## config.mk

```make
export PLATFORM = sky130hd
export DESIGN_NAME = spiPeriph
export DESIGN_NICKNAME = d
export VERILOG_FILES = /design/src/common/regTypes_pkg.sv /design/src/common/spiTypes_pkg.sv /design/src/rtl/spiPeriph.sv /design/src/rtl/regBank.sv /design/src/spiCore/spiTransmit.sv /design/src/spiCore/spiFrame.sv /design/src/rtl/spiSync.sv
export VERILOG_INCLUDE_DIRS = /design/src /design/src/common
export SDC_FILE = /design/constraint.sdc
export NUM_CORES = 1
export LEC_CHECK = 0
export BUFFER_PORTS_ARGS = -buffer_cell sky130_fd_sc_hd__buf_4
export CAP_MARGIN = 40
export CORE_MARGIN = 5
export CORE_UTILIZATION = 38
export DETAILED_ROUTE_END_ITERATION = 8
export PLACE_DENSITY = 0.66
export REMOVE_ABC_BUFFERS = 1
export SLEW_MARGIN = 20
export SYNTH_ARGS = -nofsm -noshare
export SYNTH_HDL_FRONTEND = slang
export SYNTH_HIERARCHICAL = 1
export SYNTH_SLANG_ARGS = --single-unit
```

## constraint.sdc

```tcl
create_clock -name clk -period 2.3 [get_ports clk]
set_input_delay 0 -clock clk [delete_from_list [all_inputs] [get_ports clk]]
set_output_delay 0 -clock clk [all_outputs]
set_load 0.02 [all_outputs]
```

## src/common/spi_macros.svh

```systemverilog
// SPI peripheral constants
`ifndef SPI_MACROS_SVH
`define SPI_MACROS_SVH

// size of the register bank
`define SPI_NUM_REGS 8

// address bits needed to pick one register
`define SPI_ADDR_W 3

// identity byte, shifted out while the command byte comes in
`define SPI_ID_BYTE 8'hA5

// flops in the sck and ssel synchronizers
// edge detect looks at the two oldest ones
`define SPI_SYNC_DEPTH 3

`endif
```

## src/common/regTypes_pkg.sv

```systemverilog
// Register side types
`include "spi_macros.svh"

package regTypes_pkg;

  // index into the register bank
  // increments wrap modulo the bank size
  typedef logic [`SPI_ADDR_W-1:0] regAddr;

  // drives the board leds
  typedef logic [3:0] ledBits;

  // direction taken from bit 7 of the command byte
  typedef enum logic {
    READ,
    WRITE
  } accessKind;

  // where we are inside a frame
  typedef enum logic [1:0] {
    IDLE,
    CMD,
    DATA
  } frameState;

endpackage

```

## src/common/spiTypes_pkg.sv

```systemverilog
// Serial side types
package spiTypes_pkg;

  // one byte as it moves over the wire
  typedef logic [7:0] spiByte;

  // bit position inside a byte
  // wraps by itself after the eighth bit
  typedef logic [2:0] bitCount;

endpackage

```

## src/rtl/spiPeriph.sv

```systemverilog
// SPI register peripheral
module spiPeriph (
  input  logic                 clk,
  input  logic                 rst,
  input  logic                 sck,
  input  logic                 ssel,
  input  logic                 mosi,
  output logic                 miso,
  output regTypes_pkg::ledBits led
);

  import spiTypes_pkg::*;

  // synchronized strobes and levels
  logic   sckRise;
  logic   sckFall;
  logic   sselActive;
  logic   frameStart;
  logic   frameEnd;
  logic   mosiBit;
  // receive path
  spiByte rxByte;
  logic   rxValid;
  // transmit path
  spiByte txByte;
  logic   txLoad;

  spiSync sync0 (
    .clk        (clk),
    .rst        (rst),
    .sck        (sck),
    .ssel       (ssel),
    .mosi       (mosi),
    .sckRise    (sckRise),
    .sckFall    (sckFall),
    .sselActive (sselActive),
    .frameStart (frameStart),
    .frameEnd   (frameEnd),
    .mosiBit    (mosiBit)
  );

  spiFrame frame0 (
    .clk        (clk),
    .rst        (rst),
    .sckRise    (sckRise),
    .sselActive (sselActive),
    .mosiBit    (mosiBit),
    .rxByte     (rxByte),
    .rxValid    (rxValid)
  );

  // frame edges go straight from the synchronizer
  regBank regs0 (
    .clk        (clk),
    .rst        (rst),
    .frameStart (frameStart),
    .frameEnd   (frameEnd),
    .rxByte     (rxByte),
    .rxValid    (rxValid),
    .txByte     (txByte),
    .txLoad     (txLoad),
    .led        (led)
  );

  spiTransmit transmit0 (
    .clk     (clk),
    .rst     (rst),
    .sckFall (sckFall),
    .txByte  (txByte),
    .txLoad  (txLoad),
    .miso    (miso)
  );

endmodule

```

## src/rtl/regBank.sv

```systemverilog
// Register bank and command decoder
`include "spi_macros.svh"

module regBank (
  input  logic                 clk,
  input  logic                 rst,
  input  logic                 frameStart,
  input  logic                 frameEnd,
  input  spiTypes_pkg::spiByte rxByte,
  input  logic                 rxValid,
  output spiTypes_pkg::spiByte txByte,
  output logic                 txLoad,
  output regTypes_pkg::ledBits led
);

  import spiTypes_pkg::*;
  import regTypes_pkg::*;

  spiByte    regs [`SPI_NUM_REGS];
  frameState state;
  accessKind access;
  regAddr    addr;
  regAddr    nextAddr;
  regAddr    cmdAddr;
  accessKind cmdAccess;
  logic      cmdStrobe;
  logic      dataStrobe;

  // command byte fields, bits 6 to 3 unused
  assign cmdAddr   = rxByte[`SPI_ADDR_W-1:0];
  assign cmdAccess = rxByte[7] ? WRITE : READ;
  // wraps modulo the bank size
  assign nextAddr  = addr + 1'b1;

  // frame edges win over a byte
  assign cmdStrobe  = rxValid && !frameStart && !frameEnd && (state == CMD);
  assign dataStrobe = rxValid && !frameStart && !frameEnd && (state == DATA);

  always_ff @(posedge clk)
  begin
    if (rst)
    begin
      state  <= IDLE;
      access <= READ;
      addr   <= '0;
      txLoad <= 1'b0;
      led    <= '0;
      for (int i = 0; i < `SPI_NUM_REGS; i++)
      begin
        regs[i] <= '0;
      end
    end
    else
    begin
      txLoad <= frameStart || cmdStrobe || dataStrobe;
      // leds trail register 0 by one clk
      led    <= regs[0][3:0];

      if (frameStart)
      begin
        state <= CMD;
      end
      else if (frameEnd)
      begin
        // a partial byte is simply dropped
        state <= IDLE;
      end
      else if (cmdStrobe)
      begin
        access <= cmdAccess;
        addr   <= cmdAddr;
        state  <= DATA;
      end
      else if (dataStrobe)
      begin
        if (access == WRITE)
        begin
          regs[addr] <= rxByte;
        end
        addr <= nextAddr;
      end
    end
  end

  // next byte for miso, picked up by the transmitter on txLoad
  always_ff @(posedge clk)
  begin
    if (frameStart)
    begin
      txByte <= `SPI_ID_BYTE;
    end
    else if (cmdStrobe)
    begin
      // read prefetches the start address, write sends zeros
      txByte <= (cmdAccess == WRITE) ? '0 : regs[cmdAddr];
    end
    else if (dataStrobe)
    begin
      txByte <= (access == WRITE) ? '0 : regs[nextAddr];
    end
  end

endmodule

```

## src/spiCore/spiTransmit.sv

```systemverilog
// SPI byte transmitter
module spiTransmit (
  input  logic                 clk,
  input  logic                 rst,
  input  logic                 sckFall,
  input  spiTypes_pkg::spiByte txByte,
  input  logic                 txLoad,
  output logic                 miso
);

  import spiTypes_pkg::*;

  spiByte  txShift;
  // falling edges seen since the last load
  bitCount fallCnt;
  logic    loadPending;
  logic    lastBit;

  // after seven falls the last bit is on the line
  // it has to stay there until the falling edge that ends the byte
  assign lastBit = (fallCnt == '1);

  always_ff @(posedge clk)
  begin
    if (rst)
    begin
      txShift     <= '0;
      fallCnt     <= '0;
      loadPending <= 1'b0;
    end
    else
    begin
      if (txLoad && !lastBit)
      begin
        // frame start, no edge comes before the first bit
        txShift <= txByte;
        fallCnt <= '0;
      end
      else if (sckFall)
      begin
        if (loadPending)
        begin
          // closing edge of the old byte presents the new msb
          txShift     <= txByte;
          fallCnt     <= '0;
          loadPending <= 1'b0;
        end
        else
        begin
          txShift <= {txShift[6:0], 1'b0};
          fallCnt <= fallCnt + 1'b1;
        end
      end

      // defer while the last bit is still needed
      if (txLoad && lastBit)
      begin
        loadPending <= 1'b1;
      end
    end
  end

  // msb first, single slave so no tri-state
  assign miso = txShift[7];

endmodule

```

## src/spiCore/spiFrame.sv

```systemverilog
// SPI byte receiver
module spiFrame (
  input  logic                 clk,
  input  logic                 rst,
  input  logic                 sckRise,
  input  logic                 sselActive,
  input  logic                 mosiBit,
  output spiTypes_pkg::spiByte rxByte,
  output logic                 rxValid
);

  import spiTypes_pkg::*;

  bitCount bitCnt;
  spiByte  rxShift;

  // bit counter, held at zero outside a frame
  always_ff @(posedge clk)
  begin
    if (rst)
    begin
      bitCnt <= '0;
    end
    else if (!sselActive)
    begin
      bitCnt <= '0;
    end
    else if (sckRise)
    begin
      bitCnt <= bitCnt + 1'b1;
    end
  end

  // msb arrives first, so shift in from the right
  always_ff @(posedge clk)
  begin
    if (sselActive && sckRise)
    begin
      rxShift <= {rxShift[6:0], mosiBit};
    end
  end

  // pulse one clk after the eighth rising edge
  // rxShift holds the full byte in that same cycle
  always_ff @(posedge clk)
  begin
    if (rst)
    begin
      rxValid <= 1'b0;
    end
    else
    begin
      rxValid <= sselActive && sckRise && (bitCnt == '1);
    end
  end

  assign rxByte = rxShift;

endmodule

```

## src/rtl/spiSync.sv

```systemverilog
// SPI pin synchronizer
`include "spi_macros.svh"

module spiSync (
  input  logic clk,
  input  logic rst,
  input  logic sck,
  input  logic ssel,
  input  logic mosi,
  output logic sckRise,
  output logic sckFall,
  output logic sselActive,
  output logic frameStart,
  output logic frameEnd,
  output logic mosiBit
);

  localparam int syncDepth = `SPI_SYNC_DEPTH;

  // newest sample sits in bit 0
  logic [syncDepth-1:0] sckSync;
  logic [syncDepth-1:0] sselSync;
  logic [1:0]           mosiSync;

  always_ff @(posedge clk)
  begin
    if (rst)
    begin
      // sck idles low in mode 0
      sckSync  <= '0;
      // ssel idles high, so no false frame start out of reset
      sselSync <= '1;
      mosiSync <= '0;
    end
    else
    begin
      sckSync  <= {sckSync[syncDepth-2:0], sck};
      sselSync <= {sselSync[syncDepth-2:0], ssel};
      mosiSync <= {mosiSync[0], mosi};
    end
  end

  // compare the two oldest stages
  // a pin edge shows up here two clk later
  assign sckRise = (sckSync[syncDepth-1:syncDepth-2] == 2'b01);
  assign sckFall = (sckSync[syncDepth-1:syncDepth-2] == 2'b10);

  // select is active low
  assign sselActive = ~sselSync[syncDepth-2];
  // falling select opens a frame, rising select closes it
  assign frameStart = (sselSync[syncDepth-1:syncDepth-2] == 2'b10);
  assign frameEnd   = (sselSync[syncDepth-1:syncDepth-2] == 2'b01);

  // two stages keep mosi lined up with the sck strobes
  assign mosiBit = mosiSync[1];

endmodule

```

Yosys cells after proc, flatten, opt, wreduce, memory -nomap -nowiden
Memory sizes are Yosys's and may differ from the RTL's. A register that Yosys moved wholly into a read port is not among the register bits.
Index checks and enable logic that the tools add are counted.
{ "word_totals": {"output_inout_bits": 5, "ff_bits": 47, "ram_bits": 64, "mem_count": 1, "in_bits": 5} }
{ "memory_table": {"columns": ["name", "depth", "word_bits", "rd", "rd_clocked_by_memory_dff", "wr", "line_no", "rtl"], "rows": [
  ["regs0.regs", 8, 8, 3, 2, 8, "regBank.sv:19", "spiByte regs [`SPI_NUM_REGS];"]
]} }
{ "op_classes": {"n_mux": 30, "reduce_logical": 24, "n_eq_ne": 9, "addsub": 3, "bitwise_logic": 3} }
{ "op_table": {"columns": ["operator", "n"], "rows": [
  ["two-way mux 8 bit", 8],
  ["two-way mux 1 bit", 17],
  ["two-way mux 3 bit", 5],
  ["adder 3 x 1 -> 3 bit (second input constant)", 3],
  ["logical AND 1 bit", 8],
  ["OR reduction 8 bit", 1],
  ["== test 2 x 1 -> 1 bit (second input constant)", 3],
  ["== test 2 bit (second input constant)", 3],
  ["== test 3 bit (second input constant)", 2],
  ["AND reduction 3 bit", 2],
  ["nonzero test 2 bit", 3],
  ["OR reduction 2 bit", 2],
  ["zero test 1 bit", 3],
  ["inverter 1 bit", 3],
  ["nonzero test 3 bit", 1],
  ["OR reduction 3 bit", 1],
  ["logical OR 1 bit", 2],
  ["!= test 2 bit (second input constant)", 1],
  ["AND reduction 2 bit", 1]
]} }

Longest topological paths before layout
Gate-level depths: netlist of run 1.
{ "depth": {"word_depth": 13, "mapped_depth": 7, "depth_no_buf": 5} }

Hierarchy
The synthesis of run 1 kept the hierarchy.
{ "by_module_without_submodules": {"columns": ["module", "seq_area_each_um2", "area_per_inst_um2", "n_inst", "cells_per_inst"], "rows": [
  ["regBank", 2302.2, 4271.6, 1, 302],
  ["spiTransmit", 240.2, 708.2, 1, 73],
  ["spiFrame", 320.3, 406.6, 1, 24],
  ["spiSync", 160.2, 239.0, 1, 21]
]} }

Worst setup path before layout of run 1
OpenSTA, ideal clock, no wires.
{ "synth_timing": {"kind": "register to register", "start": "reg regs0.addr[1]", "end": "reg regs0.txByte[1]", "period_less_slack_ps": 2185, "t_arrival_ps": 2063, "n_path_buf": 2, "stages_incl_launch_ff": 7, "required_ps": 2178, "slack_ps": 115, "path_cell_list": "dfxtp_1 -> ha_1 -> clkbuf_1 -> clkbuf_1 -> mux4_1 -> mux2_2 -> a221o_1"} }
{ "synth_between": {"elab_chain_len": 5} }
{ "synth_rtl": {"columns": ["item", "line_no", "rtl"], "rows": [
  ["from (decl)", "regBank.sv:22", "regAddr addr;"],
  ["from (signal assigned)", "regBank.sv:71", "addr <= cmdAddr;"],
  ["from (signal assigned)", "regBank.sv:80", "addr <= nextAddr;"],
  ["adder 3 x 1 -> 3 bit", "regBank.sv:33", "assign nextAddr = addr + 1'b1;"],
  ["memory read (8 x 8 bit)", null, null],
  ["two-way mux 8 bit", "regBank.sv:99", "txByte <= (access == WRITE) ? '0 : regs[nextAddr];"],
  ["two-way mux 8 bit", "regBank.sv:97", "else if (dataStrobe)"],
  ["two-way mux 8 bit", "regBank.sv:92", "else if (cmdStrobe)"],
  ["to (signal assigned)", "regBank.sv:90", "txByte <= `SPI_ID_BYTE;"],
  ["to (signal assigned)", "regBank.sv:95", "txByte <= (cmdAccess == WRITE) ? '0 : regs[cmdAddr];"],
  ["to (signal assigned)", "regBank.sv:99", null],
  ["to (decl)", "regBank.sv:11", "output spiTypes_pkg::spiByte txByte,"]
]} }
No other way between the ends. The select of a mux whose other input is x is not followed.
A chain may end at the register's enable or synchronous reset.

==> flow_summary.json, run 1 <==
{
  "met3_usage_pct": 4.28,
  "final.setup_skew_ps": 7.32,
  "place_hpwl_um": 8670,
  "slew_viol_final": 0,
  "final_common_cell": "edfxtp_1",
  "p_leak_nw": 2.33,
  "syn_avg_cell_area_um2": 13.4,
  "synth_flop_cell": "edfxtp_1",
  "setup_viol": 0,
  "antenna_found_initial": 0,
  "tritoncts": "built",
  "portBuffers": 9,
  "async_flop_share_pct": 0,
  "max-vdd-ir-drop_mv": 0.405,
  "tightest_slew_ps": 539,
  "grt_overflow": 0,
  "crit_path_start_kind": "register",
  "synthesis.area_mm2": 0.00563,
  "min_period_ps": 1980,
  "post-cts-setup-buffer-count": 0,
  "cp-end-kind": "register",
  "wl_per_cell_um": 19.1,
  "clock_latency_ps": 410,
  "via_count": 3546,
  "mostFrequentLayoutCells": "edfxtp_1 (72), and2_1 (65), dfxtp_1 (43), buf_4 (30), mux2_2 (20)",
  "die_x_um": 132,
  "path_clk_slew_ps": 50,
  "cellPowerDensity_mw_per_mm2": 817,
  "firstDrtPassIters": 5,
  "nFillCells": 1283,
  "grtUsageMet1_pct": 19.2,
  "crit_arrival_ps": 2080,
  "synth_seq_cells": 115,
  "cts_made_buffers": 17,
  "drive_gt1_share_pct": 25.9,
  "finalCritPeriodShare_pct": 85.9,
  "p_int_w": 0.00439,
  "rows": 44,
  "ys_warn_count": 6,
  "rsz0062_at_grt": "no",
  "grt_max_degree": 41,
  "grt_pass1_vias": 3540,
  "hold_path.class": "input pin to register",
  "diodes": 0,
  "gp_congestion": 0.837,
  "via_per_inst": 5.48,
  "max-slew-margin-rel_pct": 64.0,
  "switching_share_pct": 19.1,
  "die_h_um": 132,
  "grt_use_total_pct": 14.8,
  "drc_errors": 0,
  "grt_pass1_wl_um": 19900,
  "htree_levels": 4,
  "start_util_pct": 38.7,
  "path_max_fanout": 8,
  "p_clk_share_pct": 53.5,
  "worst_ep_required_time_ps": 2400,
  "drt-total-wl_um": 12400,
  "cts_root_buffer": "clkbuf_16",
  "whs_ps": 163,
  "power.switching_w": 0.00104,
  "pin_count": 10,
  "ant_nets": 0,
  "cts_buffer_depth": 2,
  "seq_power_share_pct": 42.9,
  "power_frac_comb_pct": 3.6,
  "fmax_mhz": 506,
  "status": "finished, final reports clean",
  "clock-sinks": 115,
  "place_inst": 612,
  "grt_util_met2_pct": 23.1,
  "syn_inst": 420,
  "die-area_mm2": 0.0173,
  "crit_type": "register to register",
  "maxCapViolCount": 0,
  "yosysSeqAreaShare_pct": 53.7,
  "yosysUniqueCellTypes": 52,
  "hold_viol_final": 0,
  "cts_resized": 0,
  "synth_edf_count": 72,
  "syn_to_final_growth_pct": 17.9,
  "drt-initial-drc-count": 237,
  "gr-max-usage-layer": "met2",
  "nNetsFinal": 460,
  "coreArea_mm2": 0.0145,
  "fin_cells": 647
}
[final cells by class]
class / instances / area [um2] / share of cell area (%)
Clock buffer: 21 / 440 / 6.64
Multi-Input combinational cell: 279 / 2450 / 36.9
Clock inverter: 11 / 206 / 3.11
Inverter: 3 / 11.3 / 0.170
Tap cell: 184 / 230 / 3.47
Sequential cell: 115 / 3020 / 45.6
Timing Repair Buffer: 34 / 275 / 4.15
[synthesized netlist by cell type (2+ instances only)]
cell type | n | area share (%)
mux4_1 | 12 | 5.6
mux2i_1 | 11 | 2.0
xor2_1 | 2 | 0.31
o221ai_1 | 4 | 0.62
and2_1 | 65 | 7.2
nor2_2 | 3 | 0.33
nand2b_1 | 7 | 0.78
o21ai_0 | 6 | 0.53
nand3_1 | 4 | 0.36
or2_2 | 10 | 1.1
a21oi_1 | 4 | 0.36
inv_1 | 3 | 0.20
a221o_1 | 4 | 0.71
ha_1 | 5 | 1.1
buf_2 | 8 | 0.71
o22ai_1 | 8 | 0.89
nor2_1 | 17 | 1.1
nand2_1 | 8 | 0.53
dfxtp_1 | 43 | 15
buf_6 | 2 | 0.40
nor3_1 | 14 | 1.2
nor3_2 | 4 | 0.71
a211oi_1 | 2 | 0.27
clkbuf_1 | 8 | 0.53
a22oi_1 | 2 | 0.27
mux4_2 | 12 | 4.8
o31ai_1 | 7 | 0.93
a2111oi_2 | 7 | 1.9
mux2_2 | 20 | 4.0
or2_1 | 3 | 0.33
edfxtp_1 | 72 | 38
or2b_1 | 7 | 0.93
nor2b_1 | 17 | 1.9
[routing by layer]
layer / part of all wire [%] / wire (um)
met1: 43 / 5310
met2: 48 / 5900
met3: 7.2 / 892
met4: 2.2 / 276
met5: 0 / 0
[worst max-delay path: stages, from the launching register on]
cell and delay (ps):
dfxtp_1 330, nor2b_1 190, nor4b_2 330, nand4_1 330, nor2_2 230, or2_2 250
[metrics by stage]
stage               area, um2  TNS [ps]  worst slack (ps)  total power [W]  utilization [%]
CTS                      6640         0               294          0.00546             45.7
global placement         5960         0               346          0.00255             41.0
finish                   6640         0               324          0.00542             45.7
detailed placement       5960         0               312          0.00255             41.0
floorplan                5480      -594              -148          0.00247                -
global route             6640         0               154          0.00559             45.7
[cell families (layout without fill, tap and decap cells)]
| family | count (synthesis) | in the layout | synth area share, % |
|---|---|---|---|
| fa+ha+maj | 5 | 5 | 1.11 |
| buf+inv | 26 | 69 | 2.74 |
| compound gates | 47 | 47 | 6.81 |
| flops | 115 | 115 | 53.7 |
| xor+xnor | 4 | 4 | 0.756 |
| simple gates | 168 | 168 | 18.5 |
| mux | 55 | 55 | 16.4 |
[registers in the layout, indices dropped and copies added (netlist names)]
| name | count |
|---|---|
| regs0/regs | 64 |
| frame0/rxByte | 8 |
| regs0/txByte | 8 |
| transmit0/txShift | 8 |
| regs0/led | 4 |
| frame0/bitCnt | 3 |
| regs0/addr | 3 |
| sync0/sckSync | 3 |
| sync0/sselSync | 3 |
| transmit0/fallCnt | 3 |
| regs0/state | 2 |
| sync0/mosiSync | 2 |
| frame0/rxValid | 1 |
| regs0/access | 1 |
| regs0/txLoad | 1 |
| transmit0/loadPending | 1 |
[power by group through the flow]
stage	Combinational (W)	Clock (W)	Sequential (W)
floorplan	0.000129	0	0.00234
global placement	0.000187	0	0.00236
detailed placement	0.000192	0	0.00236
CTS	0.000197	0.00295	0.00232
global route	0.000213	0.00304	0.00233
finish	0.000195	0.00290	0.00233
[final timing paths]
check / startpoint / endpoint / slack [ps] / cells past startpoint
worst max register to register: sync0/sselSync[1]$_SDFF_PP1_ / regs0/regs[5][1]$_SDFFCE_PN0P_ / 320 / 5
worst min-delay path: rst / sync0/sckSync[1]$_SDFF_PP0_ / 160 / 3
worst min register to register: sync0/sselSync[0]$_SDFF_PP1_ / sync0/sselSync[1]$_SDFF_PP1_ / 400 / 1
worst max-delay path: sync0/sselSync[1]$_SDFF_PP1_ / regs0/regs[5][1]$_SDFFCE_PN0P_ / 320 / 5
[what timing repair did]
item                                    4_1_cts  5_1_grt
hold endpoints to repair                      3        0
hold buffers                                  3        0
endpoints found under the setup margin        0        0
No activity file was read; power rests on OpenSTA's default activity.
==> run 2, diff against run 1 <==
--- a/config.mk
+++ b/config.mk
@@ -9,9 +9,10 @@
 export BUFFER_PORTS_ARGS = -buffer_cell sky130_fd_sc_hd__buf_4
 export CAP_MARGIN = 40
 export CORE_MARGIN = 5
-export CORE_UTILIZATION = 38
+export CORE_UTILIZATION = 59
+export CTS_BUF_LIST = sky130_fd_sc_hd__clkbuf_4 sky130_fd_sc_hd__clkbuf_8
 export DETAILED_ROUTE_END_ITERATION = 8
-export PLACE_DENSITY = 0.66
+export PLACE_DENSITY = 0.9
 export REMOVE_ABC_BUFFERS = 1
 export SLEW_MARGIN = 20
 export SYNTH_ARGS = -nofsm -noshare
==> run 2 against run 1 <==
Net effect: via count grew 5.4%; highest routed layer unchanged; clock skew grew 8.0 ps; sequential share of layout area grew 2.4 points; routed wire length grew 4.2%; register-to-register slack lost 140 ps; die area shrank 33%; critical path depth is the same; non-clock buffer count grew 1; fmax shrank 6.7%; final cell count shrank 8.3%; first-iteration DRC count grew 53%.
==> flow_summary.json, run 2 (same netlist as run 1, synthesis figures left out) <==
{
  "max-slew-margin-rel_pct": 45.0,
  "die_h_um": 108,
  "fin_cells": 593,
  "worst_ep_required_time_ps": 2410,
  "largest_reg_flops": 64,
  "crit_type": "register to register",
  "cts_root_buffer": "clkbuf_8",
  "top_register": "regs0/regs",
  "start_util_pct": 60.6,
  "cp-end-kind": "register",
  "status": "finished, final reports clean",
  "finalCritPeriodShare_pct": 92.1,
  "critPathMaxStageDelay_ps": 350,
  "fmax_mhz": 472,
  "clock_latency_ps": 420,
  "post-cts-setup-buffer-count": 0,
  "syn_to_final_growth_pct": 12.1,
  "place_inst": 558,
  "dpl_cell_area_mm2": 0.00590,
  "whs_ps": 163,
  "p_leak_nw": 2.23,
  "finalSetupTns_ps": 0,
  "die_x_um": 108,
  "hold_viol_final": 0,
  "drt-total-wl_um": 12900,
  "slew_viol_final": 0,
  "place_hpwl_um": 8880,
  "grt_pass1_wl_um": 20200,
  "firstDrtPassIters": 5,
  "pin_count": 10,
  "cts_hold_buf": 3,
  "hold_path.class": "input pin to register",
  "final_area_mm2": 0.00631,
  "htree_levels": 4,
  "post-place-ws_ps": 193,
  "cts_buffer_depth": 2,
  "die-area_mm2": 0.0116,
  "drt-initial-drc-count": 362,
  "grt_overflow": 0,
  "nFillCells": 667,
  "cp_slowest_cell": "nor4b_2",
  "setup_viol": 0,
  "path_max_fanout": 9,
  "setup_ws_ps": 181,
  "crit_chain": "nor2b_1 > nor4b_2 > nand4_1 > nor2_2 > or2_2",
  "crit_path_start_kind": "register",
  "drc_errors": 0,
  "grt_max_degree": 41,
  "mostFrequentLayoutCells": "edfxtp_1 (72), and2_1 (65), dfxtp_1 (43), buf_4 (31), clkbuf_8 (21)",
  "grt_use_total_pct": 23.6,
  "path_clk_slew_ps": 70,
  "cts_resized": 0,
  "max-vdd-ir-drop_mv": 0.566,
  "diodes": 0,
  "min_period_ps": 2120,
  "nNetsFinal": 461,
  "ff2ff_setup_slack_ps": 180,
  "drive_gt1_share_pct": 27.4,
  "rows": 35,
  "final.setup_skew_ps": 15.4,
  "antenna_found_initial": 0,
  "portBuffers": 9,
  "tightest_slew_ps": 824,
  "cts_made_buffers": 17,
  "crit_arrival_ps": 2230,
  "coreArea_mm2": 0.00928,
  "tritoncts": "built",
  "grt_pass1_vias": 3559,
  "via_count": 3738,
  "via_per_inst": 6.30,
  "final_common_cell": "edfxtp_1",
  "clock-sinks": 115,
  "wl_per_cell_um": 21.8,
  "cellPowerDensity_mw_per_mm2": 683,
  "gp_congestion": 0.893,
  "maxCapViolCount": 0,
  "ant_nets": 0,
  "rsz0062_at_grt": "no"
}
[run 2: cell count changes in the layout (fill, tap and decap cells not counted)]
| cell | delta |
|---|---|
| clkbuf_8 | +21 |
| clkbuf_16 | -17 |
| bufinv_16 | -5 |
| clkbuf_1 | -4 |
| inv_4 | +4 |
| clkbuf_4 | +2 |
| clkinv_1 | -2 |
| clkinv_2 | +2 |
| buf_4 | +1 |
| inv_6 | -1 |
[run 2: through the flow]
stage	utilization, %	total power (W)
after floorplan	-	0.00247
after global placement	63.5	0.00254
after global routing	67.9	0.00445
final	67.9	0.00431
after detailed placement	63.5	0.00256
after CTS	67.9	0.00432
[run 2: area by class of cell]
type                    instances  area [um2]  area share [%]
well taps                     129         161            2.56
inverters                       3        11.3           0.179
multi-input cells             279        2450            38.8
clock buffers                  23         304            4.82
flip-flops and latches        115        3020            47.9
clock inverters                 9        75.1            1.19
repair buffers                 35         283            4.48
[run 2: path summary, 6_finish.rpt]
| kind | startpoint | endpoint | cells after the start |
|---|---|---|---|
| min | rst | regs0/state[0]$_SDFFE_PP0P_ | 3 |
| min reg2reg | sync0/mosiSync[1]$_SDFF_PP0_ | frame0/rxByte[0]$_DFFE_PP_ | 0 |
| max | sync0/sselSync[1]$_SDFF_PP1_ | regs0/regs[5][4]$_SDFFCE_PN0P_ | 5 |
| max reg2reg | sync0/sselSync[1]$_SDFF_PP1_ | regs0/regs[5][4]$_SDFFCE_PN0P_ | 5 |
[run 2: critical path: cells and delay by family, from the launching register on]
| kind | cells | cell delay [ps] |
|---|---|---|
| DFF | 1 | 330 |
| and+or+nand+nor | 5 | 1470 |
[run 2: metal layers]
layer	part of all wire, %	track usage [%]
met4	2.6	8.30
met1	40	31.0
met5	0	0
met2	50	38.5
met3	7.8	5.58
[run 2: report_power, final]
group          switching, W  leakage [nW]  internal (W)
combinational      0.000104         0.995     0.0000976
clock              0.000796         0.208      0.000988
sequential        0.0000573          1.03       0.00226
